<file path="src/common/cart_defines.svh">
// cartridge bus widths and window
`ifndef CART_DEFINES_SVH
`define CART_DEFINES_SVH

// cpu side of the slot
`define CART_ADDR_W 16
`define CART_DATA_W 8

// external cartridge memory address
`define CART_MEM_W 25

// one bank register
`define CART_BANK_W 8

// cartridge window in cpu space, pages 1 and 2
`define CART_WIN_LO 16'h4000
`define CART_WIN_HI 16'hBFFF

`endif

</file>
<file path="src/common/cart_pkg.sv">
// cartridge shared types
`default_nettype none

`include "cart_defines.svh"

package cart_pkg;

    // cpu address and data
    typedef logic [`CART_ADDR_W-1:0] cpu_addr_t;
    typedef logic [`CART_DATA_W-1:0] cpu_data_t;

    // address into cartridge rom or sram
    typedef logic [`CART_MEM_W-1:0] mem_addr_t;

    // bank register contents
    typedef logic [`CART_BANK_W-1:0] bank_t;

    // mapper codes as delivered by the rom loader
    // unlisted codes fall back to none
    typedef enum logic [5:0] {
        MAPPER_NONE       = 6'd0,
        MAPPER_LINEAR     = 6'd1,
        MAPPER_KONAMI     = 6'd2,
        MAPPER_KONAMI_SCC = 6'd3,
        MAPPER_ASCII8     = 6'd4,
        MAPPER_ASCII16    = 6'd5,
        MAPPER_GM2        = 6'd6
    } mapper_t;

endpackage

`default_nettype wire

</file>
<file path="src/common/cart_bus_if.sv">
// qualified cpu bus to the mappers
`timescale 1ns/100ps
`default_nettype none

interface cart_bus_if;

    // cpu address and write data, passed straight through
    cart_pkg::cpu_addr_t addr;
    cart_pkg::cpu_data_t d_from_cpu;

    // strobes already qualified by slot, en, mreq and window
    logic                wr_stb;
    logic                rd_stb;

    // decoder forms the strobes
    modport decoder (
        output addr,
        output d_from_cpu,
        output wr_stb,
        output rd_stb
    );

    // mappers only look
    modport mapper (
        input addr,
        input d_from_cpu,
        input wr_stb,
        input rd_stb
    );

endinterface

`default_nettype wire

</file>
<file path="src/cart_mapper_decoder.sv">
// mapper select and strobe qualifier
`timescale 1ns/100ps
`default_nettype none

`include "cart_defines.svh"

module cart_mapper_decoder (
    input  wire logic                clk,
    input  wire logic                reset,
    input  wire logic                clk_en,
    input  wire logic                en,
    input  wire logic                slot,
    input  wire logic                mreq,
    input  wire logic                wr,
    input  wire logic                rd,
    input  wire cart_pkg::cpu_addr_t addr,
    input  wire cart_pkg::cpu_data_t d_from_cpu,
    input  wire cart_pkg::mapper_t   mapper,
    cart_bus_if.decoder              bus,
    output logic                     en_none,
    output logic                     en_linear,
    output logic                     en_konami,
    output logic                     en_konami_scc,
    output logic                     en_ascii8,
    output logic                     en_ascii16,
    output logic                     en_gm2
);

    cart_pkg::mapper_t mapper_q;
    logic              in_win;
    logic              mem_cycle;

    // mapper code follows the input only while reset is held
    always_ff @(posedge clk) begin
        if (reset) begin
            mapper_q <= mapper;
        end
    end

    // access falls inside 4000h to bfffh
    assign in_win    = (addr >= `CART_WIN_LO) && (addr <= `CART_WIN_HI);
    assign mem_cycle = en && slot && mreq && in_win;

    // writes land once per clk_en, reads are level
    assign bus.addr       = addr;
    assign bus.d_from_cpu = d_from_cpu;
    assign bus.wr_stb     = mem_cycle && wr && clk_en;
    assign bus.rd_stb     = mem_cycle && rd;

    // exactly one enable, unknown codes count as none
    always_comb begin
        en_none       = 1'b0;
        en_linear     = 1'b0;
        en_konami     = 1'b0;
        en_konami_scc = 1'b0;
        en_ascii8     = 1'b0;
        en_ascii16    = 1'b0;
        en_gm2        = 1'b0;
        case (mapper_q)
            cart_pkg::MAPPER_LINEAR:     en_linear     = 1'b1;
            cart_pkg::MAPPER_KONAMI:     en_konami     = 1'b1;
            cart_pkg::MAPPER_KONAMI_SCC: en_konami_scc = 1'b1;
            cart_pkg::MAPPER_ASCII8:     en_ascii8     = 1'b1;
            cart_pkg::MAPPER_ASCII16:    en_ascii16    = 1'b1;
            cart_pkg::MAPPER_GM2:        en_gm2        = 1'b1;
            default:                     en_none       = 1'b1;
        endcase
    end

endmodule

`default_nettype wire

</file>
<file path="src/mappers/cart_konami.sv">
// konami 8k bank mapper
`timescale 1ns/100ps
`default_nettype none

module cart_konami (
    input  wire logic              clk,
    input  wire logic              reset,
    cart_bus_if.mapper             bus,
    input  wire logic              cs,
    input  wire logic              scc,
    output cart_pkg::mem_addr_t    mem_addr
);

    // one register per 8k page, 4000h 6000h 8000h a000h
    cart_pkg::bank_t bank [4];

    logic [1:0] page;
    logic       plain_hit;
    logic       scc_hit;
    logic       wr_hit;

    // page index from a15..a13
    // 010 -> 0, 011 -> 1, 100 -> 2, 101 -> 3
    assign page = {~bus.addr[14], bus.addr[13]};

    // plain konami, first page is hardwired
    assign plain_hit = (page != 2'd0);

    // scc variant only decodes x000h to x7ffh in the odd 4k
    // i.e. 5000h, 7000h, 9000h, b000h
    assign scc_hit = (bus.addr[12:11] == 2'b10);

    assign wr_hit = scc ? scc_hit : plain_hit;

    // bank registers
    always_ff @(posedge clk) begin
        if (reset) begin
            // power on layout is banks 0..3 in order
            for (int i = 0; i < 4; i++) begin
                bank[i] <= cart_pkg::bank_t'(i);
            end
        end else if (bus.wr_stb && cs && wr_hit) begin
            bank[page] <= bus.d_from_cpu;
        end
    end

    // bank * 8k + offset in page
    // upper bits zero filled
    assign mem_addr = cart_pkg::mem_addr_t'({bank[page], bus.addr[12:0]});

endmodule

`default_nettype wire

</file>
<file path="src/mappers/cart_ascii.sv">
// ascii8 and ascii16 bank mapper
`timescale 1ns/100ps
`default_nettype none

module cart_ascii (
    input  wire logic              clk,
    input  wire logic              reset,
    cart_bus_if.mapper             bus,
    input  wire logic              cs,
    input  wire logic              mode16,
    output cart_pkg::mem_addr_t    mem_addr
);

    // four 8k slots, 16k mode uses entries 0 and 2
    cart_pkg::bank_t bank [4];

    logic [1:0] wr_sel;
    logic       in_regs;
    logic       wr_hit;
    logic [1:0] rd_sel8;
    logic [1:0] rd_sel16;

    // registers live in 6000h to 7fffh
    assign in_regs = (bus.addr[15:13] == 3'b011);

    // 2k sub range picks the register
    // 6000h 6800h 7000h 7800h
    assign wr_sel = bus.addr[12:11];

    // 16k mode ignores 6800h and 7800h
    assign wr_hit = in_regs && (!mode16 || !bus.addr[11]);

    always_ff @(posedge clk) begin
        if (reset) begin
            for (int i = 0; i < 4; i++) begin
                bank[i] <= '0;
            end
        end else if (bus.wr_stb && cs && wr_hit) begin
            bank[wr_sel] <= bus.d_from_cpu;
        end
    end

    // 8k pages
    assign rd_sel8 = {~bus.addr[14], bus.addr[13]};

    // 16k pages
    // 4000h uses entry 0, 8000h uses entry 2
    assign rd_sel16 = {bus.addr[15], 1'b0};

    always_comb begin
        if (mode16) begin
            // bank * 16k + a13..a0
            mem_addr = cart_pkg::mem_addr_t'({bank[rd_sel16], bus.addr[13:0]});
        end else begin
            // bank * 8k + a12..a0
            mem_addr = cart_pkg::mem_addr_t'({bank[rd_sel8], bus.addr[12:0]});
        end
    end

endmodule

`default_nettype wire

</file>
<file path="src/mappers/cart_gamemaster2.sv">
// game master 2 mapper with sram
`timescale 1ns/100ps
`default_nettype none

module cart_gamemaster2 (
    input  wire logic              clk,
    input  wire logic              reset,
    cart_bus_if.mapper             bus,
    input  wire logic              cs,
    output cart_pkg::mem_addr_t    mem_addr,
    output logic                   sram_oe,
    output logic                   sram_we
);

    // entry 0 stays at bank 0
    cart_pkg::bank_t bank [4];
    logic            sram_sel;
    logic            sram_page;

    logic [1:0] page;
    logic       in_b000;
    logic       sram_area;
    logic       bank_hit;

    assign page    = {~bus.addr[14], bus.addr[13]};
    assign in_b000 = (bus.addr[15:12] == 4'hB);

    // a000h page mapped to sram
    assign sram_area = sram_sel && (page == 2'd3);

    // b000h to bfffh writes go to sram when it is mapped
    assign bank_hit = (page != 2'd0) && !(sram_sel && in_b000);

    always_ff @(posedge clk) begin
        if (reset) begin
            for (int i = 0; i < 4; i++) begin
                bank[i] <= '0;
            end
            sram_sel  <= 1'b0;
            sram_page <= 1'b0;
        end else if (bus.wr_stb && cs && bank_hit) begin
            bank[page] <= bus.d_from_cpu;
            // a000h register also carries the sram bits
            if (page == 2'd3) begin
                sram_sel  <= bus.d_from_cpu[4];
                sram_page <= bus.d_from_cpu[5];
            end
        end
    end

    assign sram_oe = cs && bus.rd_stb && sram_area;
    assign sram_we = cs && bus.wr_stb && sram_sel && in_b000;

    // 4k sram pages, otherwise 8k rom banks
    assign mem_addr = sram_area ?
        cart_pkg::mem_addr_t'({sram_page, bus.addr[11:0]}) :
        cart_pkg::mem_addr_t'({bank[page], bus.addr[12:0]});

endmodule

`default_nettype wire

</file>
<file path="src/cart_rom.sv">
// msx cartridge rom mapper top
`timescale 1ns/100ps
`default_nettype none

`include "cart_defines.svh"

module cart_rom (
    input  wire logic                clk,
    input  wire logic                clk_en,
    input  wire logic                reset,
    input  wire cart_pkg::cpu_addr_t addr,
    input  wire logic                wr,
    input  wire logic                rd,
    input  wire logic                mreq,
    input  wire logic                en,
    input  wire logic                slot,
    input  wire cart_pkg::cpu_data_t d_from_cpu,
    input  wire cart_pkg::mapper_t   mapper,
    input  wire logic [3:0]          rom_offset,
    input  wire cart_pkg::mem_addr_t rom_size,
    output cart_pkg::mem_addr_t      mem_addr,
    output logic                     rom_oe,
    output logic                     sram_oe,
    output logic                     sram_we
);

    cart_bus_if bus ();

    cart_pkg::mem_addr_t mem_addr_none, mem_addr_linear, mem_addr_konami;
    cart_pkg::mem_addr_t mem_addr_konami_scc, mem_addr_ascii8, mem_addr_ascii16;
    cart_pkg::mem_addr_t mem_addr_gm2, rom_addr;
    logic en_none, en_linear, en_konami, en_konami_scc, en_ascii8, en_ascii16, en_gm2;
    logic sram_oe_gm2, sram_we_gm2;

    cart_mapper_decoder i_decoder (.*);

    // plain konami and the scc board
    cart_konami i_konami (.clk, .reset, .bus, .cs(en_konami), .scc(1'b0),
                          .mem_addr(mem_addr_konami));
    cart_konami i_konami_scc (.clk, .reset, .bus, .cs(en_konami_scc), .scc(1'b1),
                              .mem_addr(mem_addr_konami_scc));

    // ascii 8k and 16k
    cart_ascii i_ascii8 (.clk, .reset, .bus, .cs(en_ascii8), .mode16(1'b0),
                         .mem_addr(mem_addr_ascii8));
    cart_ascii i_ascii16 (.clk, .reset, .bus, .cs(en_ascii16), .mode16(1'b1),
                          .mem_addr(mem_addr_ascii16));

    cart_gamemaster2 i_gm2 (.clk, .reset, .bus, .cs(en_gm2), .mem_addr(mem_addr_gm2),
                            .sram_oe(sram_oe_gm2), .sram_we(sram_we_gm2));

    // none starts the image at rom_offset * 16k
    assign mem_addr_none = cart_pkg::mem_addr_t'({rom_offset, 14'd0})
                         + cart_pkg::mem_addr_t'(addr - `CART_WIN_LO);

    // linear is the cpu address as is
    assign mem_addr_linear = cart_pkg::mem_addr_t'(addr);

    // enables are one hot, so and-or select
    always_comb begin
        rom_addr = ({$bits(rom_addr){en_none}}       & mem_addr_none)
                 | ({$bits(rom_addr){en_linear}}     & mem_addr_linear)
                 | ({$bits(rom_addr){en_konami}}     & mem_addr_konami)
                 | ({$bits(rom_addr){en_konami_scc}} & mem_addr_konami_scc)
                 | ({$bits(rom_addr){en_ascii8}}     & mem_addr_ascii8)
                 | ({$bits(rom_addr){en_ascii16}}    & mem_addr_ascii16)
                 | ({$bits(rom_addr){en_gm2}}        & mem_addr_gm2);
    end

    // sram cycles bypass the rom size mask
    // rom_size is a power of two
    assign mem_addr = (sram_oe_gm2 || sram_we_gm2) ? mem_addr_gm2 :
                      (rom_addr & (rom_size - 1'b1));

    assign sram_oe = sram_oe_gm2;
    assign sram_we = sram_we_gm2;
    assign rom_oe  = bus.rd_stb && !sram_oe_gm2;

endmodule

`default_nettype wire

</file>
<file path="config.mk">
export PLATFORM = sky130hd
export DESIGN_NAME = cart_rom
export DESIGN_NICKNAME = d
export VERILOG_FILES = /design/src/common/cart_pkg.sv /design/src/common/cart_bus_if.sv /design/src/cart_mapper_decoder.sv /design/src/mappers/cart_konami.sv /design/src/mappers/cart_ascii.sv /design/src/mappers/cart_gamemaster2.sv /design/src/cart_rom.sv
export VERILOG_INCLUDE_DIRS = /design/src /design/src/common
export SDC_FILE = /design/constraint.sdc
export NUM_CORES = 1
export LEC_CHECK = 0
export BUFFER_PORTS_ARGS = -buffer_cell sky130_fd_sc_hd__buf_2
export CELL_PAD_IN_SITES_DETAIL_PLACEMENT = 0
export CELL_PAD_IN_SITES_GLOBAL_PLACEMENT = 1
export CORE_ASPECT_RATIO = 1.75
export CORE_MARGIN = 1
export CORE_UTILIZATION = 50
export DETAILED_ROUTE_END_ITERATION = 6
export GPL_ROUTABILITY_DRIVEN = 0
export PLACE_DENSITY = 0.94
export RECOVER_POWER = 100
export SLEW_MARGIN = 15
export SYNTH_ARGS = -nofsm -noshare
export SYNTH_HDL_FRONTEND = slang
export SYNTH_SLANG_ARGS = --single-unit
</file>
<file path="constraint.sdc">
create_clock -name clk -period 6.8 [get_ports clk]
set_input_delay 0.34 -clock clk [delete_from_list [all_inputs] [get_ports clk]]
set_output_delay 0.34 -clock clk [all_outputs]
set_load 0.005 [all_outputs]
</file>
# Word level (Yosys, flattened, before mapping)
# Memory sizes are Yosys's and may differ from the RTL's.
# Index checks and enable logic that the tools add are counted.
# W data, S select, Z words.
word_totals:
  latchBits: 0
  word_cells: 117
  ramBits: 160
  out_inout_bits: 28
  romBits: 0
  memories: 5
  regBits: 8
op_classes:
  multipliers: 0
  div_mod_pow: 0
  n_reduce_logical: 38
  n_lt_le_gt_ge: 2
  n_eq_ne: 10
  shift: 0
  bitwise: 15
  muxes: 41
  n_addsub: 3
memory_table:
  columns: ["name", "words", "word_bits", "read_ports", "rd_ports_with_merged_regs", "write_ports", "line", "text"]
  rows:
  - ["i_ascii16.bank", 4, 8, 1, 0, 4, "cart_ascii.sv:15", "cart_pkg::bank_t bank [4];"]
  - ["i_ascii8.bank", 4, 8, 1, 0, 4, "cart_ascii.sv:15", null]
  - ["i_gm2.bank", 4, 8, 1, 0, 4, "cart_gamemaster2.sv:16", "cart_pkg::bank_t bank [4];"]
  - ["i_konami.bank", 4, 8, 1, 0, 4, "cart_konami.sv:15", "cart_pkg::bank_t bank [4];"]
  - ["i_konami_scc.bank", 4, 8, 1, 0, 4, "cart_konami.sv:15", null]
ops:
  columns: ["op", "n"]
  rows:
  - ["$or A25 B25 Y25", 6]
  - ["$and A25 B21 Y25", 3]
  - ["$and A25 B25 Y25", 3]
  - ["$mux W8", 5]
  - ["$reduce_or A8 Y1", 5]
  - ["$mux W1", 29]
  - ["$logic_and A1 B1 Y1", 26]
  - ["$and A25 B16 Y25", 1]
  - ["$and A25 B22 Y25", 1]
  - ["$mux W25", 1]
  - ["$sub A25 B1 Y25 const B", 1]
  - ["$mux W21", 1]
  - ["$add A19 B17 Y20", 1]
  - ["$eq A6 B3 Y1 const B", 3]
  - ["$sub A16 B15 Y17 const B", 1]
  - ["$ge A16 B15 Y1 const B", 1]
  - ["$le A16 B16 Y1 const B", 1]
  - ["$eq A6 B2 Y1 const B", 2]
  - ["$mux W2", 5]
  - ["$eq A6 B1 Y1 const B", 1]
  - ["$reduce_or A6 Y1", 1]
  - ["$eq A2 B2 Y1 const B", 2]
  - ["$eq A4 B4 Y1 const B", 1]
  - ["$eq A3 B2 Y1 const B", 1]
  - ["5 further kinds", 7]

# Depth between registers and ports, before layout
# Gate-level depths: netlist (run 1).
depth:
  word_depth: 12
  ltp_mapped: 10

# Hierarchy
# From an unflattened synthesis (run 1), not the netlist that was laid out.
hier_totals:
  hier_cells: 935
  area_unflattened_um2: 11036.8
by_module_without_submodules:
  columns: ["module", "cells_per_inst", "instances", "area_each_um2"]
  rows:
  - ["cart_ascii", 145, 2, 1908.1]
  - ["cart_konami", 111, 2, 1659.1]
  - ["cart_rom", 245, 1, 1750.4]
  - ["cart_gamemaster2", 125, 1, 1659.1]
  - ["cart_mapper_decoder", 53, 1, 493.0]

# Least setup slack after synthesis (run 1)
# OpenSTA, ideal clock, no wires.
synth_path:
  path_kind: "input to register"
  from: "in addr[15]"
  to: "mem i_ascii16.bank[2][0] (netlist bit), enable pin"
  t_required_ps: 6416
  setup_ps: 384
  t_arrival_ps: 3051
  slack_ps: 3365
  stages: 7
  path_cell_list: "clkbuf_1 -> inv_1 -> ha_1 -> nand4_1 -> or3_1 -> or4_4 -> o21ai_0"
synth_lines:
  columns: ["element", "line", "text"]
  rows:
  - ["from (decl)", "cart_rom.sv:11", "input wire cart_pkg::cpu_addr_t addr,"]
  - ["to (decl)", "cart_ascii.sv:15", null]

# Worst setup path in the final report (run 1)
layout_path:
  from: "in addr[14]"
  to: "out mem_addr[17]"
layout_between:
  elab_chain_cells: 11
  elab_cells_between_ends: 37
  cone_classes: "add/sub (2); order compare (2); eq/ne (2); mux (2); bitwise (13); reduce/logical (12); memory (4)"
layout_rtl:
  columns: ["element", "line", "text"]
  rows:
  - ["$sub A16 B15 Y17 (no line)", null, null]
  - ["$add A19 B17 Y20", "cart_rom.sv:53", "assign mem_addr_none = cart_pkg::mem_addr_t'({rom_offset, 14'd0})"]
  - ["$and A25 B25 Y25", "cart_rom.sv:61", "rom_addr = ({$bits(rom_addr){en_none}} & mem_addr_none)"]
  - ["$or A25 B25 Y25", "cart_rom.sv:62", "| ({$bits(rom_addr){en_linear}} & mem_addr_linear)"]
  - ["$or A25 B25 Y25", "cart_rom.sv:63", "| ({$bits(rom_addr){en_konami}} & mem_addr_konami)"]
  - ["$or A25 B25 Y25", "cart_rom.sv:64", "| ({$bits(rom_addr){en_konami_scc}} & mem_addr_konami_scc)"]
  - ["$or A25 B25 Y25", "cart_rom.sv:65", "| ({$bits(rom_addr){en_ascii8}} & mem_addr_ascii8)"]
  - ["$or A25 B25 Y25", "cart_rom.sv:66", "| ({$bits(rom_addr){en_ascii16}} & mem_addr_ascii16)"]
  - ["$or A25 B25 Y25", "cart_rom.sv:67", "| ({$bits(rom_addr){en_gm2}} & mem_addr_gm2);"]
  - ["$and A25 B25 Y25", "cart_rom.sv:73", "(rom_addr & (rom_size - 1'b1));"]
  - ["$mux W25 (*)", "cart_rom.sv:72", "assign mem_addr = (sram_oe_gm2 || sram_we_gm2) ? mem_addr_gm2 :"]
  - ["to (decl)", "cart_rom.sv:21", "output cart_pkg::mem_addr_t mem_addr,"]
# Every way passes the cells marked *; elsewhere a longest branch is shown, timed or not.

==> results list, run 1 <==
- The flow ran to the end, but the final reports show violations.
- The final reports fail on design-rule violations, max-capacitance violations, max-slew violations.
- The Yosys step of the flow raised 0 warnings.
- Met3 routed wirelength: 1460 µm
- On the final layout, the worst clock skew is 0.00834 ns.
* First-pass GRT wire length: 33500 µm
* Antenna violations before repair: 0
- Area enclosed by the die boundary: 0.0167 mm²
- In the final routing, the length of wire on met1 measures ~7000 µm.
- DRC violation count after routing: 20
* Combinational fraction of design power: 8.9%
- Arrival time at the worst endpoint: 3.72 ns
* Peak ir drop on the vdd network: 0.118 mV
- Power spread over the standard cell area amounts to about 250 mW/mm².
- Data required time of the worst path: 6.46 ns
- Of the cells placed in the final design, the portion with a size suffix greater than 1 is 20.2%.
- Ant diodes: 0
* Min Hold Slack: ~0.09 ns
- Entering global routing, the biggest net connects 50 pins.
* CTS Hold Bufs: 0
- In this run the most critical hold path is launched from mapper[2].
- Number of detailed-routing iterations run before antenna repair: 7
* TritonCTS clock tree: yes
- Leak pwr: 3.59 nW
- Clock Power Share: 43.9%
- Sequential share of the synthesized area: 56.4%
* Count of state elements after synthesis: 152
* DRT iter0 DRCs: 445
- # port buffers: 94
* Maximum count of clock buffers along a single path: 2
- Category of the most critical setup path: in2out
* Fin. Hold Viols: 0
* Global Route Usage Sum: 27.9%
* Launching instance or port of the critical path: addr[14]
- Final #Nets: 801
- STA classifies the critical path startpoint as an input port.
- The H-tree was split into 4 levels.
* Element type at the critical path end: primary output
- Highest metal layer used by the detailed router: met4
* Post-DP Area: 0.00872 mm²
- Among all flip-flop cells after synthesis, the most frequent one is sky130_fd_sc_hd__edfxtp_1.
* Proportion of netlist area held by the largest area contributor: 55.9%
- Total number of clock tree sinks: 152
* Worst setup slack after layout: ~2.7 ns
- Tmin final: 4.06 ns
- Cell family contributing the most delay on the critical path: buffers and inverters
- In this run switching power makes up 22.9% of total power.
- A synthesized cell averages 12.7 µm².
- Synth async-reset ratio: 0%
- Total number of vias: around 5.7k
- Maximum fanout encountered on the critical timing path: 49
- The number of global-route vias before repair is between 5k and 6k.
- Synthesis produced a netlist whose cell count is 634.
- Timing would allow up to about 250 MHz.
- Antenna Nets Post-Route: 0
- OpenSTA, run right after detailed placement, puts the worst setup slack at 2.71 ns.
- Top library cells by usage in the layout, fill and taps aside: 150 x sky130_fd_sc_hd__edfxtp_1, 69 x sky130_fd_sc_hd__buf_2, 56 x sky130_fd_sc_hd__and3_1, 48 x sky130_fd_sc_hd__and2_0, 31 x sky130_fd_sc_hd__clkbuf_1
- Counting tap cells, the placed design contains a total of 896 instances.
- Headroom to the max-slew limit: -27.4%
- Post-CTS timing repair inserted 0 buffers for setup.
- Critical register-to-register path startpoint: i_decoder.mapper_q[3]$_DFFE_PP_
- After synthesis, the cell types taking the most area are sky130_fd_sc_hd__edfxtp_1 56%, sky130_fd_sc_hd__mux4_2 6.7%, sky130_fd_sc_hd__and2_1 5.4%.
- Routed WL per cell: between 20 and 25 µm
* Cell area after synthesis: just over 0.008 mm²
- Clock input transition at the sequential cells of the worst setup and hold paths: roughly 0.060 ns
* Final std cell area, no fill: 0.00924 mm²
- The number of clock buffers added by TritonCTS is 17.
- For the final routed database, the setup TNS stands at 0 ns.
- The final critical path takes up 59.7% of the cycle.
- CTS Root Buffer Type: sky130_fd_sc_hd__clkbuf_16
- Met2 wire len: around 12000 µm
- For this run the aggregate overflow at the end of global routing stands at 0.
- Class of the tightest hold or removal check: in2reg
- For this run, the number of standard cells in the final layout without fillers is 928.
* DP Wirelength: 15500 µm
- Chip Width: 98 µm
- Compared with the post-synthesis result, the final layout area differs by 14.6%.
- Setup repair after global routing missed its margin: no
- CTS-repair resized insts: 0
- In this run the core area contains slightly above 60 standard-cell rows.
- On the worst path, the slowest cell contributes a delay of 0.70 ns.
- In the routed layout, each cell is associated on average with a via count of between 6 and 7.
- After detailed routing, the total wire length is 22000 µm.
- Worst-Skew Late Latency: ~0.42 ns
* Proportion of power drawn by flip-flops and latches: 47.3%
- Total internal power: roughly 1.8 mW
- Number of buffers and inverters on the critical path: 5
* Number of synthesized flops with an enable pin: 150
- The largest individual stage delay along the critical path comes from the cell sky130_fd_sc_hd__clkbuf_1.
- Setup violations remaining at the end of the flow were counted as 0.
- For the pin with the worst max-slew slack, the measured transition is 1.91 ns.
- Max-cap violation count: 1
- Counting distinct cell types in the post-synthesis netlist gives 66.
- The biggest area contributor in the post-synthesis netlist is sky130_fd_sc_hd__edfxtp_1.
- between 90 and 100 I/O pins were placed.
- The signal on the critical path passes through buf_2 > buf_4 > inv_1 > ha_1 > nand4_1 > nor3_1 > o21ai_0 > clkbuf_1 > o21ai_0 > a32oi_1 > clkbuf_1.
* Effective utilization at floorplan: 51.0%
* Most common cell after layout, fill and taps aside: sky130_fd_sc_hd__edfxtp_1
- Pins Over Slew Limit: 31
- Die span in y: 170 µm
- Placeable core area: approximately 0.016 mm²
- Sw Pwr: 0.519 mW
[synthesized netlist by cell type, drive strengths merged (4+ instances only)]
cell and count:
xor2 10, a221oi 10, nor3 11, nand2b 4
edfxtp 150, or4 5, a211oi 6, nor2 22
ha 7, a22o 5, a21oi 14, and2 69
nand3b 5, o21ai 12, nor4 14, nand3 8
and3 56, a32oi 4, a211o 4, a31oi 4
or2 8, buf 15, nand2 29, o31ai 4
inv 12, or3 9, mux4 24, clkbuf 34
mux2i 18, nand4 4, xnor2 9, a21boi 12
[layer usage]
metal | vias to the layer above | GRT usage, %
met3 | 92 | 5.46
met5 | - | 0
met1 | 2721 | 25.9
met4 | 0 | 23.8
li1 | 2603 | -
met2 | 305 | 51.5
[power groups by stage]
stage,Sequential (mW),Combinational (mW),Clock [mW]
after floorplan,1.08,0.118,0
after global placement,1.09,0.197,0
after detailed placement,1.09,0.201,0
after CTS,1.07,0.203,1.00
after global routing,1.07,0.215,1.04
final,1.07,0.201,0.995
[cells by family (layout without fill, tap and decap cells)]
kind of cell	count (synthesis)	count (layout)	share of synthesized area (%)
buffers and inverters	62	152	3.10
muxes	42	42	8.94
adders and majority gates	8	8	1.33
other	1	16	0.0465
AOI/OAI and AO/OA	95	95	8.60
and+or+nand+nor	255	255	19.6
xor gates and xnor gates	19	19	2.06
DFF	152	152	56.4
[state kept, by name, summed over array words and instances, names as in the netlist]
name                flops
i_ascii8.bank          32
i_gm2.bank             32
i_gm2.sram_page         1
i_ascii16.bank         16
i_decoder.mapper_q      6
i_konami_scc.bank      32
i_gm2.sram_sel          1
i_konami.bank          32
[worst paths after layout]
kind,to,slack (ns),cells after the start
worst max-delay path,mem_addr[17],2.74,11
worst min-delay path,i_decoder.mapper_q[2]$_DFFE_PP_,0.09,1
worst max register to register,i_ascii16.bank[0][1]$_SDFFCE_PN0P_,3.06,5
worst min register to register,i_gm2.sram_page$_SDFFE_PP0P_,0.54,2
[metrics by stage]
step	utilization [%]	total power, mW
final	58.5	2.27
after global routing	58.5	2.33
after CTS	59.2	2.28
after detailed placement	55.2	1.29
after global placement	55.2	1.29
after floorplan	-	1.20
[cell type report]
cell class                      count  area [µm²]
Inverter                           13        48.8
Tap cell                          189         236
Sequential cell                   152        4540
Multi-Input combinational cell    435        3280
Fill cell                        1256        6560
Timing Repair Buffer              107         512
Clock inverter                     13         193
Clock buffer                       19         433
Note: power is estimated with default switching activity, not from simulation.
==> run 2, diff against run 1 <==
Settings changed: CORE_UTILIZATION 50 to 43, PLACE_DENSITY 0.94 to 0.87.
Clock period 6.8 ns to 3.65 ns, I/O delays scaled along.
==> run 2 against run 1 <==
Net effect:
- the run ends with max-capacitance violations, max-slew violations left
- flip-flop and latch count is the same
- clock skew grew 0.0025 ns
- worst setup slack lost 2.5 ns
- die area grew 16%
- largest power group unchanged
- clock-buffer cell count shrank 2
- critical path depth shrank 6
- critical endpoint is now i_ascii16.bank[0][4]$_SDFFCE_PN0P_
- power grew 78%
- largest cell class unchanged
- cell area grew 0.80%
- routed wire length grew 1.8%
- hold slack gained 0.21 ns
- via count grew 1.6%
- register-to-register slack lost 2.8 ns
==> results list, run 2 (same netlist as run 1, synthesis figures left out) <==
* Antenna violations before repair: 0
- STA classifies the critical path endpoint as a flip-flop.
* TritonCTS Buffers: 17
- # port buffers: 94
* Proportion of power drawn by flip-flops and latches: 49.6%
* Detailed Route WL: 22400 µm
* Sequential cell area: roughly 0.0045 mm²
- Largest net degree at the start of global routing: 49
- Sw Pwr: between 0.9 and 1 mW
* Number of buffers and inverters on the critical path: 0
* Total number of clock tree sinks: 152
- On the worst path, the slowest cell contributes a delay of 0.71 ns.
- Total congestion overflow: 0
- Clock skew on the completed layout was measured at around 0.011 ns.
* Headroom to the max-slew limit: -27.2%
- Worst-Skew Late Latency: 0.43 ns
- Effective utilization at floorplan: 44.3%
* Setup Total Neg Slack: 0 ns
- The routed design could run at a clock period as short as about 3.4 ns.
- Area of combinational cells with multiple inputs: 0.00328 mm²
- Counting the fill cells in the layout gives around 1.6k.
- The tightest min-delay check is of the in2reg type.
* Worst setup slack after layout: 0.280 ns
* Met3 global-route usage: 4.41%
- For this run, the detailed router's first-pass iteration total came to 4.
* Clock Power Share: 40.9%
- In this run the horizontal extent of the chip is around 110 µm.
- Of the cells placed in the final design, the portion with a size suffix greater than 1 is about a fifth.
* Max Fclk: 297 MHz
- Antenna Nets Post-Route: 0
* Crit path launch type: flip-flop
* Average via count per standard cell: 5.92
- Hold is met by 0.297 ns.
- Total internal power: 3.05 mW
- DP Wirelength: 16100 µm
- Peak ir drop on the vdd network: 0.356 mV
- The cell sitting at the root of the clock tree is a sky130_fd_sc_hd__clkbuf_16.
- Die span in y: 183 µm
* Fin. Hold Viols: 0
- Actual transition at the worst max-transition pin: 1.91 ns
- Pins Over Slew Limit: 30
- Cell family contributing the most delay on the critical path: simple AND/OR/NAND/NOR gates
- TritonCTS clock tree: yes
- Setup repair after global routing missed its margin: no
- In this run, post-CTS repair resized a total of 0 instances.
- Run status: finished with violations
* Number of cell rows: 65
- Global Route Usage Sum: 24.1%
- Global routing consumed, on the met2 layer, roughly 44% of the routing resources.
- Share of total power consumed by net switching: 24.4%
* Final #Nets: 811
* Layout overhead on the synthesized area: 15.5%
- Setup WS pre-CTS: 0.426 ns
- Category of the most critical setup path: reg2reg
* Failing checks: max-capacitance violations, max-slew violations
* Maximum count of clock buffers along a single path: 2
- The number of global-route vias before repair is 6119.
- Ant diodes: 0
* Critical Path, Cell by Cell: nor3_1 > nand3_1 > or4_1 > nor3_4 > or2_0
* Slowest stage cell on the critical path: sky130_fd_sc_hd__or4_1
* Global-route track usage on met1: 23.5%
* Maximum fanout encountered on the critical timing path: 9
- met2 is the most crowded layer.
- Placeable core area: 0.0182 mm²
- Total number of vias: around 5.8k
* Data required time of the worst path: 3.72 ns
* DRT iter0 DRCs: 395
* First-pass GRT wire length: between 30000 and 40000 µm
- Top library cells by usage in the layout, fill and taps aside: 150 x sky130_fd_sc_hd__edfxtp_1, 70 x sky130_fd_sc_hd__buf_2, 56 x sky130_fd_sc_hd__and3_1, 46 x sky130_fd_sc_hd__and2_0, 29 x sky130_fd_sc_hd__nand2_1
* Arrival time at the worst endpoint: 3.44 ns
* Combinational fraction of design power: 9.5%
- For this design the top-level I/O count stands at 95.
- In the final routed layout, each cell accounts on average for 22.8 µm.
- In the routed design, unresolved DRC markers number 0.
- Area enclosed by the die boundary: 0.0193 mm²
- Leak pwr: 3.60 nW
* Clock input transition at the sequential cells of the worst setup and hold paths: approximately 0.06 ns
- Power density over the cells: 433 mW/mm²
* Portion of the clock cycle consumed by the worst path in the final layout: ~92%
* Most common cell after layout, fill and taps aside: sky130_fd_sc_hd__edfxtp_1
- Final setup viols: 0
- CTS H-tree lvls: 4
- Max-cap violation count: 1
[run 2: cell types whose count changed in the layout (fill, tap and decap cells not counted), sizes merged]
cell         change
buf              +3
clkinv           +2
bufinv           -3
dlygate4sd3      +6
clkbuf           -1
clkinvlp         +2
[run 2: power groups by stage]
stage	sequential [mW]	clock [mW]	combinational, mW
after CTS	2.00	1.66	0.389
final	2.00	1.65	0.384
after global placement	2.03	0	0.372
after floorplan	2.02	0	0.219
after global routing	2.00	1.74	0.410
after detailed placement	2.03	0	0.381
[run 2: path summary, 6_finish.rpt]
kind              slack (ns)  depth (start not counted)                                 end                             from
setup / recovery        0.28                          5  i_ascii16.bank[0][4]$_SDFFCE_PN0P_  i_decoder.mapper_q[3]$_DFFE_PP_
hold / removal          0.30                          3         i_gm2.sram_sel$_SDFFE_PP0P_                    d_from_cpu[4]
setup reg to reg        0.28                          5  i_ascii16.bank[0][4]$_SDFFCE_PN0P_  i_decoder.mapper_q[3]$_DFFE_PP_
hold reg to reg         0.53                          2        i_gm2.sram_page$_SDFFE_PP0P_     i_gm2.sram_page$_SDFFE_PP0P_
[run 2: routing by layer]
metal | part of all wire, % | vias up
li1 | - | 2617
met1 | 33 | 2831
met2 | 53 | 276
met3 | 5.9 | 88
met4 | 7.6 | 0
met5 | 0 | -
[run 2: cell type report]
type,instances,area share (%)
inverters,13,0.524
clock buffers,17,4.57
repair buffers,117,6.43
flip-flops and latches,152,48.8
well taps,234,3.14
clock inverters,14,1.34
multi-input cells,435,35.2
[run 2: repair_timing]
item,4_1_cts,5_1_grt
buffers inserted,0,0
hold buffers,6,0
endpoints found under the hold margin,6,0
[run 2: tightest hold or removal path, delay by kind of cell]
kind / cells / cell delay [ns]
buf+inv: 1 / 0.24
mux: 1 / 0.19
simple gates: 1 / 0.05
[run 2: per-stage QoR]
stage	area [µm²]	util (%)	cells	power [mW]
6_report	9320	51.1	982	4.03
4_1_cts	9420	51.7	982	4.05
2_1_floorplan	8120	-	649	2.24
3_3_place_gp	8810	48.4	945	2.40
5_1_grt	9320	51.1	982	4.15
3_5_place_dp	8810	48.4	945	2.42
==> run 3, diff against run 2 <==
Settings changed: ABC_AREA set to 1, CORE_UTILIZATION 43 to 40.
==> run 3 against run 2 <==
Net effect:
- the run still ends with max-capacitance violations, max-slew violations left
- worst setup slack gained 0.40 ns
- power grew 3.2%
- via count increased by 24%
- sequential power about the same
- critical path depth rose by 3
- flip-flop and latch count stayed put
- maximum frequency grew 14%
- non-clock buffer count shrank 1
- final cell count rose by 45%
- sequential share of layout area is 2.4 points lower
- global-route usage fell by 0.16 points
==> results list, run 3 <==
- DP Wirelength: 19400 µm
- Number of detailed-routing iterations run before antenna repair: 7
- Using the TritonRoute via totals, the vias-per-cell ratio works out to approximately 5.1.
- Setup repair after global routing missed its margin: no
- For this run the aggregate overflow at the end of global routing stands at 0.
- Placeable core area: 0.0209 mm²
- The average instance in the mapped netlist occupies 8.21 µm².
- Worst clock skew: 0.00679 ns
- List of most frequent post-synthesis cells: 410 x sky130_fd_sc_hd__nand2_1, 165 x sky130_fd_sc_hd__nor2_1, 150 x sky130_fd_sc_hd__edfxtp_1
- Run status: finished with violations
- The first global-routing pass estimated 38400 µm of wire.
* TritonCTS Buffers: 17
- Once the floorplan was initialized, standard cells occupied 40.9% of the core.
- Max Fclk: 337 MHz
- Worst setup slack after layout: approximately 0.7 ns
* Critical register-to-register path startpoint: i_decoder.mapper_q[5]$_DFFE_PP_
- In the final design database the tool counted around 1.2k nets.
* # port buffers: between 90 and 100
- Setup WS pre-CTS: roughly 1.1 ns
- After synthesis, flip-flops and latches occupy 53.0% of the total area.
- Chip Width: 113 µm
- IO Count: 95
* Leak pwr: 4.57 nW
- After the first detailed-routing iteration, the DRC count stood at 416.
* Antenna Nets Post-Route: 0
- Data required time of the worst path: between 3 and 4 ns
- Max-cap violation count: 1
* Ratio of cells with drive above 1 in the final layout: 12.7%
- Number of cell rows: 70
- The worst setup path is of the reg2reg kind.
- Power density over the cells: approximately 420 mW/mm²
- Count of state elements after synthesis: 152
- Vias in the first global route: 7481
- Distinct cell type count after synthesis: 37
- Leaving out fill and tap cells, the most frequent cell in the layout is sky130_fd_sc_hd__nand2_1.
* Headroom to the max-slew limit: -18.3%
* Global Route Usage Sum: about a quarter
- After clock tree synthesis, the setup repair step added 0 buffers.
- Number of fill cells: 2034
- Synth async-reset ratio: 0%
* Proportion of netlist area held by the largest area contributor: 52.6%
* Total number of clock tree sinks: 152
- The number of gates resized after CTS was 0.
- The initial antenna violation count was 1.
* Detailed Route WL: 25400 µm
- For this design, the CTS-stage hold fixing added 7 buffers.
* CTS Root Buffer Type: sky130_fd_sc_hd__clkbuf_16
* Layout overhead on the synthesized area: 14.3%
* Sequential cell area: ~0.0045 mm²
* Most used flip-flop cell after synthesis: sky130_fd_sc_hd__edfxtp_1
- Dividing the detail-routed wire length by the instance count gives 17.8 µm.
- Die span in y: around 200 µm
- The final reports fail on max-capacitance violations, max-slew violations.
- Total number of vias: 7200
- Setup violations remaining at the end of the flow were counted as 0.
- The number of max-slew violations in the final report is 26.
- After detailed routing, the number of remaining DRC violations is 0.
* TritonCTS clock tree: yes
* CTS H-tree lvls: 4
- Largest net degree at the start of global routing: 41
- Peak ir drop on the vdd network: 0.320 mV
- In this run the worst hold path is classified as in2reg.
- Including well taps, the total number of placed cells is 1381.
- Tmin final: 2.97 ns
- Maximum fanout encountered on the critical timing path: 12
* Clock input transition at the sequential cells of the worst setup and hold paths: roughly 0.070 ns
- For this run, the number of Yosys warnings is 0.
- Library cell with the highest instance count after synthesis: sky130_fd_sc_hd__nand2_1
- Fin. Hold Viols: 0
- The die covers roughly 0.022 mm².
- Launching instance or port of the critical path: i_decoder.mapper_q[5]$_DFFE_PP_
- At the pin with the least slew margin, the transition time is ~1.8 ns.
- The count of cells in the finished layout, fillers not included, comes to 1421.
- Ranked by total cell area, the synthesized netlist is headed by sky130_fd_sc_hd__edfxtp_1 53%, sky130_fd_sc_hd__nand2_1 18%, sky130_fd_sc_hd__nor2_1 7.2%.
- Cell area after synthesis: 0.00857 mm²
- Counting every instance in the synthesized netlist gives about 1.0k.
- Area of combinational cells with multiple inputs: ~0.0034 mm²
- Counting flops with a built-in enable in the synthesized netlist gives 150.
* Biggest area consumer among synthesized cells: sky130_fd_sc_hd__edfxtp_1
- The worst setup path is captured at a flip-flop.
- Setup Total Neg Slack: 0 ns
- Dividing the final minimum period by the clock period gives 81.2%.
- Maximum count of clock buffers along a single path: 2
- Crit path launch type: flip-flop
* Arrival time at the worst endpoint: 3.07 ns
* Hold Path Origin: d_from_cpu[5]
- The top cell types in the final layout, fill and taps aside, are 420 x sky130_fd_sc_hd__nand2_1, 173 x sky130_fd_sc_hd__nor2_1, 150 x sky130_fd_sc_hd__edfxtp_1, 79 x sky130_fd_sc_hd__buf_2, 72 x sky130_fd_sc_hd__inv_1.
* Worst-Skew Late Latency: 0.43 ns
[run 3: cell types whose count changed in the layout (fill, tap and decap cells not counted), sizes merged, moves of 56 or more]
| cell | previous run | this run |
|---|---|---|
| and2 | 69 | 1 |
| and3 | 56 | 0 |
| nand2 | 29 | 427 |
| nor2 | 22 | 185 |
| nand3 | 8 | 65 |
| inv | 15 | 91 |
[run 3: report_power, final]
| part | total, mW | internal, mW | leakage [nW] | switching (mW) |
|---|---|---|---|---|
| Clock | 1.74 | 0.968 | 0.289 | 0.769 |
| Sequential | 1.99 | 1.97 | 1.57 | 0.0186 |
| Combinational | 0.430 | 0.128 | 2.71 | 0.302 |
| Total | 4.16 | 3.07 | 4.57 | 1.09 |
[run 3: worst max-delay path, stage by stage (launching register included)]
cell	delay (ns)
sky130_fd_sc_hd__edfxtp_1	0.40
sky130_fd_sc_hd__nor2_1	0.29
sky130_fd_sc_hd__nand2_1	0.18
sky130_fd_sc_hd__nor2_1	0.73
sky130_fd_sc_hd__nand4_1	0.18
sky130_fd_sc_hd__buf_4	0.25
sky130_fd_sc_hd__inv_2	0.15
sky130_fd_sc_hd__nand2_1	0.12
sky130_fd_sc_hd__nand2_1	0.32
[run 3: cell families after synthesis]
kind of cell	share of synthesized area [%]
adders and majority gates	1.26
AOI/OAI and AO/OA	1.52
other	0.0438
and+or+nand+nor	36.5
DFF	53.0
buffers and inverters	5.87
xor gates and xnor gates	1.74
[run 3: metrics by stage]
step           area, µm²  total power, mW  hold WS, ns  util, %
2_1_floorplan       8620             2.28        0.281        -
3_3_place_gp        9330             2.46        0.363     44.6
3_5_place_dp        9330             2.46        0.361     44.6
4_1_cts             9980             4.19      0.00301     47.7
5_1_grt             9790             4.28       0.0548     46.8
6_report            9790             4.16       0.0127     46.8
[run 3: final timing paths]
check,slack [ns],endpoint,depth (start not counted)
worst min-delay path,0.01,i_gm2.sram_page$_SDFFE_PP0P_,3
worst min register to register,0.54,i_gm2.sram_page$_SDFFE_PP0P_,4
worst max-delay path,0.68,i_konami_scc.bank[2][7]$_SDFFCE_PN0P_,8
worst max register to register,0.68,i_konami_scc.bank[2][7]$_SDFFCE_PN0P_,8
[run 3: layout make-up]
class	count	share of cell area, %
multi-input cells	786	35.0
inverters	82	3.18
repair buffers	116	6.21
clock inverters	15	1.57
well taps	252	3.22
clock buffers	17	4.35
diodes	1	0.0256
flip-flops and latches	152	46.4
[run 3: routing by layer]
metal  share of wire [%]  global-route usage [%]  vias to the layer above  wire (µm)
li1                    -                       -                     3558          -
met1                  33                    21.3                     3306       8410
met2                  55                    47.7                      258      14100
met3                 4.1                    3.07                       78       1050
met4                 7.3                    17.4                        0       1840
met5                   0                       0                        -          0
